`src/hw/timer_pkg.sv`:
```
package timer_pkg;

    // Datapath and bus widths
    localparam int COUNT_W = 32;
    localparam int ADDR_W  = 3;
    localparam int EVENT_W = 8;

    // Word addresses on the Wishbone port
    localparam logic [ADDR_W-1:0] REG_CTRL   = 3'd0;
    localparam logic [ADDR_W-1:0] REG_LOAD   = 3'd1;
    localparam logic [ADDR_W-1:0] REG_DUTY   = 3'd2;
    localparam logic [ADDR_W-1:0] REG_STATUS = 3'd3;
    localparam logic [ADDR_W-1:0] REG_COUNT  = 3'd4;

    // Control word bit positions
    localparam int CTRL_START    = 0;  // Self-clearing, reads as zero
    localparam int CTRL_ONE_SHOT = 1;
    localparam int CTRL_PERIODIC = 2;
    localparam int CTRL_PWM      = 3;
    localparam int CTRL_OFF      = 4;
    localparam int CTRL_IRQ_EN   = 5;

    // Status word layout
    localparam int STAT_TIMEOUT    = 0;  // Sticky, write one to clear
    localparam int STAT_EVENTS_LSB = 8;  // Event count field start

    // Mode machine states
    typedef enum logic [2:0] {
        IDLE     = 3'b000,
        RUNNING  = 3'b001,
        ONE_SHOT = 3'b010,
        PERIODIC = 3'b011,
        PWM      = 3'b100,
        PWM_RUN  = 3'b101,
        OFF      = 3'b110
    } state_t;

endpackage

```
`src/hw/timer_regs.sv`:
```
`timescale 1ns/1ps

module timer_regs (
    input  logic                                prescaled_clk,
    input  logic                                reset_n,
    input  logic                                wb_cyc,
    input  logic                                wb_stb,
    input  logic                                wb_we,
    input  logic [timer_pkg::ADDR_W-1:0]        wb_adr,
    input  logic [timer_pkg::COUNT_W-1:0]       wb_dat_w,
    input  logic [timer_pkg::COUNT_W-1:0]       current_count,
    input  logic                                status_flag,
    input  logic [timer_pkg::EVENT_W-1:0]       event_count,
    output logic [timer_pkg::COUNT_W-1:0]       wb_dat_r,
    output logic                                wb_ack,
    output logic                                start,
    output logic                                one_shot,
    output logic                                periodic,
    output logic                                pwm_mode,
    output logic                                off_signal,
    output logic                                irq_en,
    output logic [timer_pkg::COUNT_W-1:0]       load_value,
    output logic [timer_pkg::COUNT_W-1:0]       duty_value,
    output logic                                status_clear
);

    logic                          access;
    logic                          wr_en;
    logic [timer_pkg::COUNT_W-1:0] ctrl_word;
    logic [timer_pkg::COUNT_W-1:0] status_word;

    assign access = wb_cyc && wb_stb && !wb_ack;  // First cycle of a bus cycle
    assign wr_en  = access && wb_we;

    // Read-back views of the control and status registers
    always_comb begin
        ctrl_word = '0;
        ctrl_word[timer_pkg::CTRL_ONE_SHOT] = one_shot;
        ctrl_word[timer_pkg::CTRL_PERIODIC] = periodic;
        ctrl_word[timer_pkg::CTRL_PWM]      = pwm_mode;
        ctrl_word[timer_pkg::CTRL_OFF]      = off_signal;
        ctrl_word[timer_pkg::CTRL_IRQ_EN]   = irq_en;
    end

    always_comb begin
        status_word = '0;
        status_word[timer_pkg::STAT_TIMEOUT] = status_flag;
        status_word[timer_pkg::STAT_EVENTS_LSB +: timer_pkg::EVENT_W] = event_count;
    end

    always_ff @(posedge prescaled_clk or negedge reset_n) begin
        if (!reset_n) begin
            wb_ack       <= 1'b0;
            start        <= 1'b0;
            status_clear <= 1'b0;
            one_shot     <= 1'b0;
            periodic     <= 1'b0;
            pwm_mode     <= 1'b0;
            off_signal   <= 1'b0;
            irq_en       <= 1'b0;
            load_value   <= '0;
            duty_value   <= '0;
        end else begin
            wb_ack       <= access;  // One cycle per access
            start        <= 1'b0;
            status_clear <= 1'b0;
            if (wr_en) begin
                case (wb_adr)
                    timer_pkg::REG_CTRL: begin
                        start      <= wb_dat_w[timer_pkg::CTRL_START];
                        one_shot   <= wb_dat_w[timer_pkg::CTRL_ONE_SHOT];
                        periodic   <= wb_dat_w[timer_pkg::CTRL_PERIODIC];
                        pwm_mode   <= wb_dat_w[timer_pkg::CTRL_PWM];
                        off_signal <= wb_dat_w[timer_pkg::CTRL_OFF];
                        irq_en     <= wb_dat_w[timer_pkg::CTRL_IRQ_EN];
                    end
                    timer_pkg::REG_LOAD:   load_value   <= wb_dat_w;
                    timer_pkg::REG_DUTY:   duty_value   <= wb_dat_w;
                    timer_pkg::REG_STATUS: status_clear <= wb_dat_w[timer_pkg::STAT_TIMEOUT];
                    default: ;  // Unmapped address drops the write
                endcase
            end
        end
    end

    // Registered read mux
    always_ff @(posedge prescaled_clk or negedge reset_n) begin
        if (!reset_n) begin
            wb_dat_r <= '0;
        end else if (access) begin
            case (wb_adr)
                timer_pkg::REG_CTRL:   wb_dat_r <= ctrl_word;
                timer_pkg::REG_LOAD:   wb_dat_r <= load_value;
                timer_pkg::REG_DUTY:   wb_dat_r <= duty_value;
                timer_pkg::REG_STATUS: wb_dat_r <= status_word;
                timer_pkg::REG_COUNT:  wb_dat_r <= current_count;
                default:               wb_dat_r <= '0;
            endcase
        end
    end

endmodule

```
`src/hw/count_fsm.sv`:
```
`timescale 1ns/1ps

module count_fsm (
    input  logic                          prescaled_clk,
    input  logic                          reset_n,
    input  logic                          start,
    input  logic                          one_shot,
    input  logic                          periodic,
    input  logic                          pwm_mode,
    input  logic                          off_signal,
    input  logic [timer_pkg::COUNT_W-1:0] current_count,
    output logic                          enable,
    output logic                          reload_signal,
    output logic                          pwm_signal,
    output logic                          timeout
);

    timer_pkg::state_t c_state;
    timer_pkg::state_t n_state;
    logic              at_zero;

    assign at_zero = (current_count == '0);

    always_ff @(posedge prescaled_clk or negedge reset_n) begin
        if (!reset_n) begin
            c_state <= timer_pkg::IDLE;
        end else begin
            c_state <= n_state;
        end
    end

    always_comb begin
        n_state = c_state;
        case (c_state)
            timer_pkg::IDLE: begin
                if (start) n_state = timer_pkg::RUNNING;
            end
            timer_pkg::RUNNING: begin
                // Pause wins, otherwise the mode is taken up at terminal count
                if (off_signal) begin
                    n_state = timer_pkg::OFF;
                end else if (at_zero) begin
                    if (one_shot)      n_state = timer_pkg::ONE_SHOT;
                    else if (periodic) n_state = timer_pkg::PERIODIC;
                    else if (pwm_mode) n_state = timer_pkg::PWM;
                end
            end
            timer_pkg::ONE_SHOT: n_state = timer_pkg::IDLE;
            timer_pkg::PERIODIC: n_state = timer_pkg::RUNNING;
            timer_pkg::PWM:      n_state = timer_pkg::PWM_RUN;
            timer_pkg::PWM_RUN: begin
                if (at_zero) n_state = timer_pkg::PWM;
            end
            timer_pkg::OFF: begin
                if (!off_signal) n_state = timer_pkg::RUNNING;
            end
            default: n_state = timer_pkg::IDLE;
        endcase
    end

    always_comb begin
        enable        = 1'b0;
        reload_signal = 1'b0;
        timeout       = 1'b0;
        pwm_signal    = 1'b0;
        case (c_state)
            timer_pkg::IDLE:    reload_signal = 1'b1;
            timer_pkg::RUNNING: enable = !off_signal;  // Hold count on the way to OFF
            timer_pkg::ONE_SHOT: begin
                timeout       = 1'b1;
                reload_signal = 1'b1;
            end
            timer_pkg::PERIODIC: begin
                timeout       = 1'b1;
                reload_signal = 1'b1;  // Next period starts from LOAD
            end
            timer_pkg::PWM:     reload_signal = 1'b1;
            timer_pkg::PWM_RUN: begin
                enable     = 1'b1;
                pwm_signal = 1'b1;
            end
            default: ;  // OFF holds everything
        endcase
    end

endmodule

```
`src/hw/down_counter.sv`:
```
`timescale 1ns/1ps

module down_counter (
    input  logic                          prescaled_clk,
    input  logic                          reset_n,
    input  logic                          enable,
    input  logic                          reload_signal,
    input  logic [timer_pkg::COUNT_W-1:0] load_value,
    output logic [timer_pkg::COUNT_W-1:0] current_count
);

    logic                          at_zero;
    logic [timer_pkg::COUNT_W-1:0] count_dec;

    assign at_zero   = (current_count == '0);
    assign count_dec = current_count - 1'b1;

    // Reload has priority over counting
    always_ff @(posedge prescaled_clk or negedge reset_n) begin
        if (!reset_n) begin
            current_count <= '0;
        end else if (reload_signal) begin
            current_count <= load_value;
        end else if (enable && !at_zero) begin
            current_count <= count_dec;  // Sticks at zero, no wrap
        end
    end

endmodule

```
`src/hw/timer_result.sv`:
```
`timescale 1ns/1ps

module timer_result (
    input  logic                          prescaled_clk,
    input  logic                          reset_n,
    input  logic                          timeout,
    input  logic                          pwm_signal,
    input  logic [timer_pkg::COUNT_W-1:0] current_count,
    input  logic [timer_pkg::COUNT_W-1:0] duty_value,
    input  logic                          irq_en,
    input  logic                          status_clear,
    output logic                          status_flag,
    output logic [timer_pkg::EVENT_W-1:0] event_count,
    output logic                          irq,
    output logic                          pwm_out
);

    logic                          pwm_high;
    logic [timer_pkg::EVENT_W-1:0] event_base;

    assign pwm_high = pwm_signal && (current_count < duty_value);

    // A clear in the same cycle as a timeout still records that timeout
    assign event_base = status_clear ? '0 : event_count;

    always_ff @(posedge prescaled_clk or negedge reset_n) begin
        if (!reset_n) begin
            status_flag <= 1'b0;
            event_count <= '0;
        end else if (timeout) begin
            status_flag <= 1'b1;
            event_count <= event_base + 1'b1;  // Wraps after 255
        end else if (status_clear) begin
            status_flag <= 1'b0;
            event_count <= '0;
        end
    end

    always_ff @(posedge prescaled_clk or negedge reset_n) begin
        if (!reset_n) begin
            irq     <= 1'b0;
            pwm_out <= 1'b0;
        end else begin
            irq     <= status_flag && irq_en;  // Level interrupt
            pwm_out <= pwm_high;
        end
    end

endmodule

```
`src/hw/timer_top.sv`:
```
`timescale 1ns/1ps

module timer_top (
    input  logic                          prescaled_clk,
    input  logic                          reset_n,
    input  logic                          wb_cyc,
    input  logic                          wb_stb,
    input  logic                          wb_we,
    input  logic [timer_pkg::ADDR_W-1:0]  wb_adr,
    input  logic [timer_pkg::COUNT_W-1:0] wb_dat_w,
    output logic [timer_pkg::COUNT_W-1:0] wb_dat_r,
    output logic                          wb_ack,
    output logic                          irq,
    output logic                          pwm_out
);

    logic                          start;
    logic                          one_shot;
    logic                          periodic;
    logic                          pwm_mode;
    logic                          off_signal;
    logic                          irq_en;
    logic                          status_clear;
    logic [timer_pkg::COUNT_W-1:0] load_value;
    logic [timer_pkg::COUNT_W-1:0] duty_value;
    logic [timer_pkg::COUNT_W-1:0] current_count;
    logic                          enable;
    logic                          reload_signal;
    logic                          pwm_signal;
    logic                          timeout;
    logic                          status_flag;
    logic [timer_pkg::EVENT_W-1:0] event_count;

    timer_regs u_regs (
        .prescaled_clk (prescaled_clk),
        .reset_n       (reset_n),
        .wb_cyc        (wb_cyc),
        .wb_stb        (wb_stb),
        .wb_we         (wb_we),
        .wb_adr        (wb_adr),
        .wb_dat_w      (wb_dat_w),
        .current_count (current_count),
        .status_flag   (status_flag),
        .event_count   (event_count),
        .wb_dat_r      (wb_dat_r),
        .wb_ack        (wb_ack),
        .start         (start),
        .one_shot      (one_shot),
        .periodic      (periodic),
        .pwm_mode      (pwm_mode),
        .off_signal    (off_signal),
        .irq_en        (irq_en),
        .load_value    (load_value),
        .duty_value    (duty_value),
        .status_clear  (status_clear)
    );

    count_fsm u_fsm (
        .prescaled_clk (prescaled_clk),
        .reset_n       (reset_n),
        .start         (start),
        .one_shot      (one_shot),
        .periodic      (periodic),
        .pwm_mode      (pwm_mode),
        .off_signal    (off_signal),
        .current_count (current_count),
        .enable        (enable),
        .reload_signal (reload_signal),
        .pwm_signal    (pwm_signal),
        .timeout       (timeout)
    );

    down_counter u_counter (
        .prescaled_clk (prescaled_clk),
        .reset_n       (reset_n),
        .enable        (enable),
        .reload_signal (reload_signal),
        .load_value    (load_value),
        .current_count (current_count)
    );

    timer_result u_result (
        .prescaled_clk (prescaled_clk),
        .reset_n       (reset_n),
        .timeout       (timeout),
        .pwm_signal    (pwm_signal),
        .current_count (current_count),
        .duty_value    (duty_value),
        .irq_en        (irq_en),
        .status_clear  (status_clear),
        .status_flag   (status_flag),
        .event_count   (event_count),
        .irq           (irq),
        .pwm_out       (pwm_out)
    );

endmodule

```
`config.mk`:
```
export PLATFORM = sky130hd
export DESIGN_NAME = timer_top
export DESIGN_NICKNAME = d
export VERILOG_FILES = /design/src/hw/timer_pkg.sv /design/src/hw/timer_regs.sv /design/src/hw/count_fsm.sv /design/src/hw/down_counter.sv /design/src/hw/timer_result.sv /design/src/hw/timer_top.sv
export SDC_FILE = /design/constraint.sdc
export NUM_CORES = 1
export LEC_CHECK = 0
export BUFFER_PORTS_ARGS = -buffer_cell sky130_fd_sc_hd__buf_2
export CAP_MARGIN = 15
export CORE_AREA = 5 5 129 131
export CTS_BUF_LIST = sky130_fd_sc_hd__clkbuf_16
export DETAILED_ROUTE_END_ITERATION = 10
export DIE_AREA = 0 0 134 136
export PLACE_DENSITY = 0.73
export SYNTH_ARGS = -nofsm -noshare
export SYNTH_HDL_FRONTEND = slang
export SYNTH_HIERARCHICAL = 1
export SYNTH_SLANG_ARGS = --single-unit
```
`constraint.sdc`:
```
create_clock -name prescaled_clk -period 4.8 [get_ports prescaled_clk]
set_input_delay 1.2 -clock prescaled_clk [delete_from_list [all_inputs] [get_ports prescaled_clk]]
set_output_delay 1.2 -clock prescaled_clk [all_outputs]
set_load 0.1 [all_outputs]
```
==> results.py <==
metrics = {
    "critical_path": {
        "arrival_ns": 3.80,
        "end_kind": "flip-flop",
        "crit_type": "in -> reg",
        "crit_chain": "buf_2 -> nor2b_1 -> and2_4 -> nor2b_4 -> buf_4 -> mux2_4",
        "path_max_fanout": 32,
        "cp.required_ns": 5.10,
        "slowest_stage": "nor2b_1",
        "slowest_delay_ns": 0.70,
        "crit_path_start_kind": "primary input",
    },
    "routing": {
        "drtAntennaViolNets": 0,
        "vias": 6637,
        "drt-total-wl_um": 21300,
        "drc": 0,
        "via_per_inst": 6.30,
        "wire_per_inst_um": 20.2,
        "drtIter0Drc": 561,
        "dr.pass1.iters": 6,
    },
    "global_routing": {
        "grt_pass1_vias": 6587,
        "grt_max_degree": 75,
        "track_usage_pct": 24.0,
        "globalRouteOverflowTotal": 0,
        "antenna_found_initial": 0,
        "grt_first_pass_wirelength_um": 34600,
    },
    "timing": {
        "fin_worst_skew_ns": 0.0102,
        "finalCritPeriodShare_pct": 72.9,
        "rsz0062_at_grt": "no",
        "max_clock_freq_mhz": 286,
        "slew_violations": 0,
        "maxSlewHeadroom_pct": 23.4,
        "hold_slack_ns": 0.476,
        "finalHoldViolations": 0,
        "finalCriticalPeriod_ns": 3.50,
        "worst_slack_ns": 1.30,
        "fin_setup_tns_ns": 0,
        "setup_viol": 0,
        "worst_pin_slew_ns": 1.15,
    },
    "cts": {
        "clk_latency_ns": 0.43,
        "ctsRootBufferMaster": "clkbuf_16",
        "numCtsBuffers": 17,
        "clock_path_buffers": 2,
        "cts_setup_buffers": 0,
        "cts.repair.resized": 0,
        "postCtsHoldBufs": 0,
        "clk_pin_slew_ns": 0.06,
        "tritoncts": "built",
        "cts.sinks": 150,
        "htreeDepth": 4,
    },
    "floorplan": {
        "start_util_pct": 54.0,
        "die_h_um": 136,
        "num_rows": 46,
        "die_w_um": 134,
        "fp.dieArea_sq_um": 18200,
        "ios": 75,
        "core_sq_um": 15500,
    },
    "yosys": {
        "ys_seq_elements": 150,
        "yosysTopAreaCellShare_pct": 44.9,
        "synth_edf_count": 0,
        "synth_area_leaders": "dfrtp_1 45%, mux2_4 5.4%, mux2_2 5.0%",
        "synthCells": 790,
        "synth_ff_type": "dfrtp_1",
        "synth.avg_cell_area_sq_um": 10.6,
        "yosys_warnings": 6,
        "yosys.area.top_type": "dfrtp_1",
        "syn_nets": 863,
        "synth_cell_type_count": 78,
        "ys_seq_area_share_pct": 44.9,
        "synthArstFlopShare_pct": 100,
        "synth_area_sq_um": 8360,
    },
    "run": {
        "cap_violations": 0,
    },
    "final_layout": {
        "seqCellArea_sq_um": 3750,
        "final_nets": 922,
        "layout-drive-gt1-share_pct": 23.5,
        "final_area_sq_um": 9420,
        "multi_input_area_sq_um": 4220,
        "syn2layout_area_growth_pct": 12.7,
        "diodes": 0,
        "final_cell_mix": "150 x dfrtp_1, 73 x buf_2, 63 x nand2_1",
        "fillers": 1267,
        "layout_commonest_cell": "dfrtp_1",
    },
    "pwr": {
        "ir_worst_vdd_uv": 322,
        "p_leak_uw": 0.00426,
        "power_density_nw_per_um2": 554,
    },
    "hold_path": {
        "min_path_type": "reg -> reg",
    },
    "placed_design": {
        "gp_congestion": 0.873,
        "placed_cell_area_sq_um": 8810,
        "post-dp-hpwl_um": 14900,
        "portBuffers": 74,
        "dp_slack_ns": 0.962,
    },
    "outcome": {
        "outcome": "finished, final reports clean",
    },
}
[synthesized netlist by cell type (11+ instances only)]
master	instances
nor2_1	38
mux2_2	37
and3_1	12
o21ai_0	49
ha_1	33
inv_1	41
a22oi_1	24
mux2_4	30
dfrtp_1	150
a21oi_1	22
clkbuf_1	24
nand2b_1	12
a31oi_1	17
a2bb2oi_1	20
nand2_1	63
nand3_1	13
nor2b_1	13
nor4_1	12
or4_1	15
nand4_1	11
[metrics by stage]
step | cells | power, uW | util [%]
floorplan | 790 | 3330 | -
global placement | 1021 | 3720 | 56.9
detailed placement | 1021 | 3830 | 56.9
CTS | 1053 | 5200 | 60.7
global route | 1054 | 5520 | 60.8
finish | 1054 | 5220 | 60.8
[sequential cells by signal, indices dropped and copies added (netlist names)]
name	cells
u_counter/current_count	32
u_fsm/c_state	3
u_regs/duty_value	32
u_regs/irq_en	1
u_regs/load_value	32
u_regs/off_signal	1
u_regs/one_shot	1
u_regs/periodic	1
u_regs/pwm_mode	1
u_regs/start	1
u_regs/status_clear	1
u_regs/wb_ack	1
u_regs/wb_dat_r	32
u_result/event_count	8
u_result/irq	1
u_result/pwm_out	1
u_result/status_flag	1
[worst max-delay path, delay by kind of cell]
kind          cells  cell delay, ns
mux               1            0.35
simple gates      3            1.37
buf+inv           2            0.86
[layout make-up]
class	instances	area share [%]
clock buffers	17	4.52
clock inverters	15	1.74
inverters	43	1.71
multi-input cells	555	44.8
flip-flops and latches	150	39.9
well taps	192	2.55
repair buffers	82	4.81
[routing by layer]
metal	share of wire, %	vias to the layer above	GRT usage (%)	wire length [um]
li1	-	3046	-	-
met1	44	3300	31.8	9330
met2	48	250	39.6	10300
met3	5.7	41	4.37	1210
met4	2.3	0	9.20	484
met5	0	-	0	0
[cells by family after synthesis]
| kind of cell | Yosys count | synth area share [%] |
|---|---|---|
| XOR/XNOR | 12 | 1.26 |
| buffers and inverters | 85 | 4.76 |
| flip-flops | 150 | 44.9 |
| adder cells (fa/ha/maj) | 33 | 4.94 |
| AO/OA/AOI/OAI | 197 | 16.7 |
| AND/OR/NAND/NOR | 236 | 15.8 |
| multiplexers | 77 | 11.6 |
[where the power goes]
| part | internal, uW | switching [uW] |
|---|---|---|
| Clock | 810 | 529 |
| Combinational | 745 | 1140 |
| Sequential | 1560 | 430 |
| Total | 3120 | 2100 |
[final timing paths]
path / start / to / slack (ns) / depth (start not counted)
worst max-delay path: wb_adr[1] / u_regs/duty_value[14]$_DFFE_PN0P_ / 1.30 / 6
worst min-delay path: u_regs/wb_dat_r[17]$_DFFE_PN0N_ / u_regs/wb_dat_r[17]$_DFFE_PN0N_ / 0.48 / 2
worst max register to register: u_counter/current_count[0]$_DFFE_PN0P_ / u_counter/current_count[13]$_DFFE_PN0P_ / 1.54 / 7
worst min register to register: u_regs/wb_dat_r[17]$_DFFE_PN0N_ / u_regs/wb_dat_r[17]$_DFFE_PN0N_ / 0.48 / 2
max in group asynchronous: reset_n / u_regs/wb_dat_r[26]$_DFFE_PN0N_ / 3.01 / 2
min in group asynchronous: reset_n / u_regs/wb_dat_r[0]$_DFFE_PN0N_ / 0.78 / 1
Note: power is estimated with default switching activity, not from simulation.
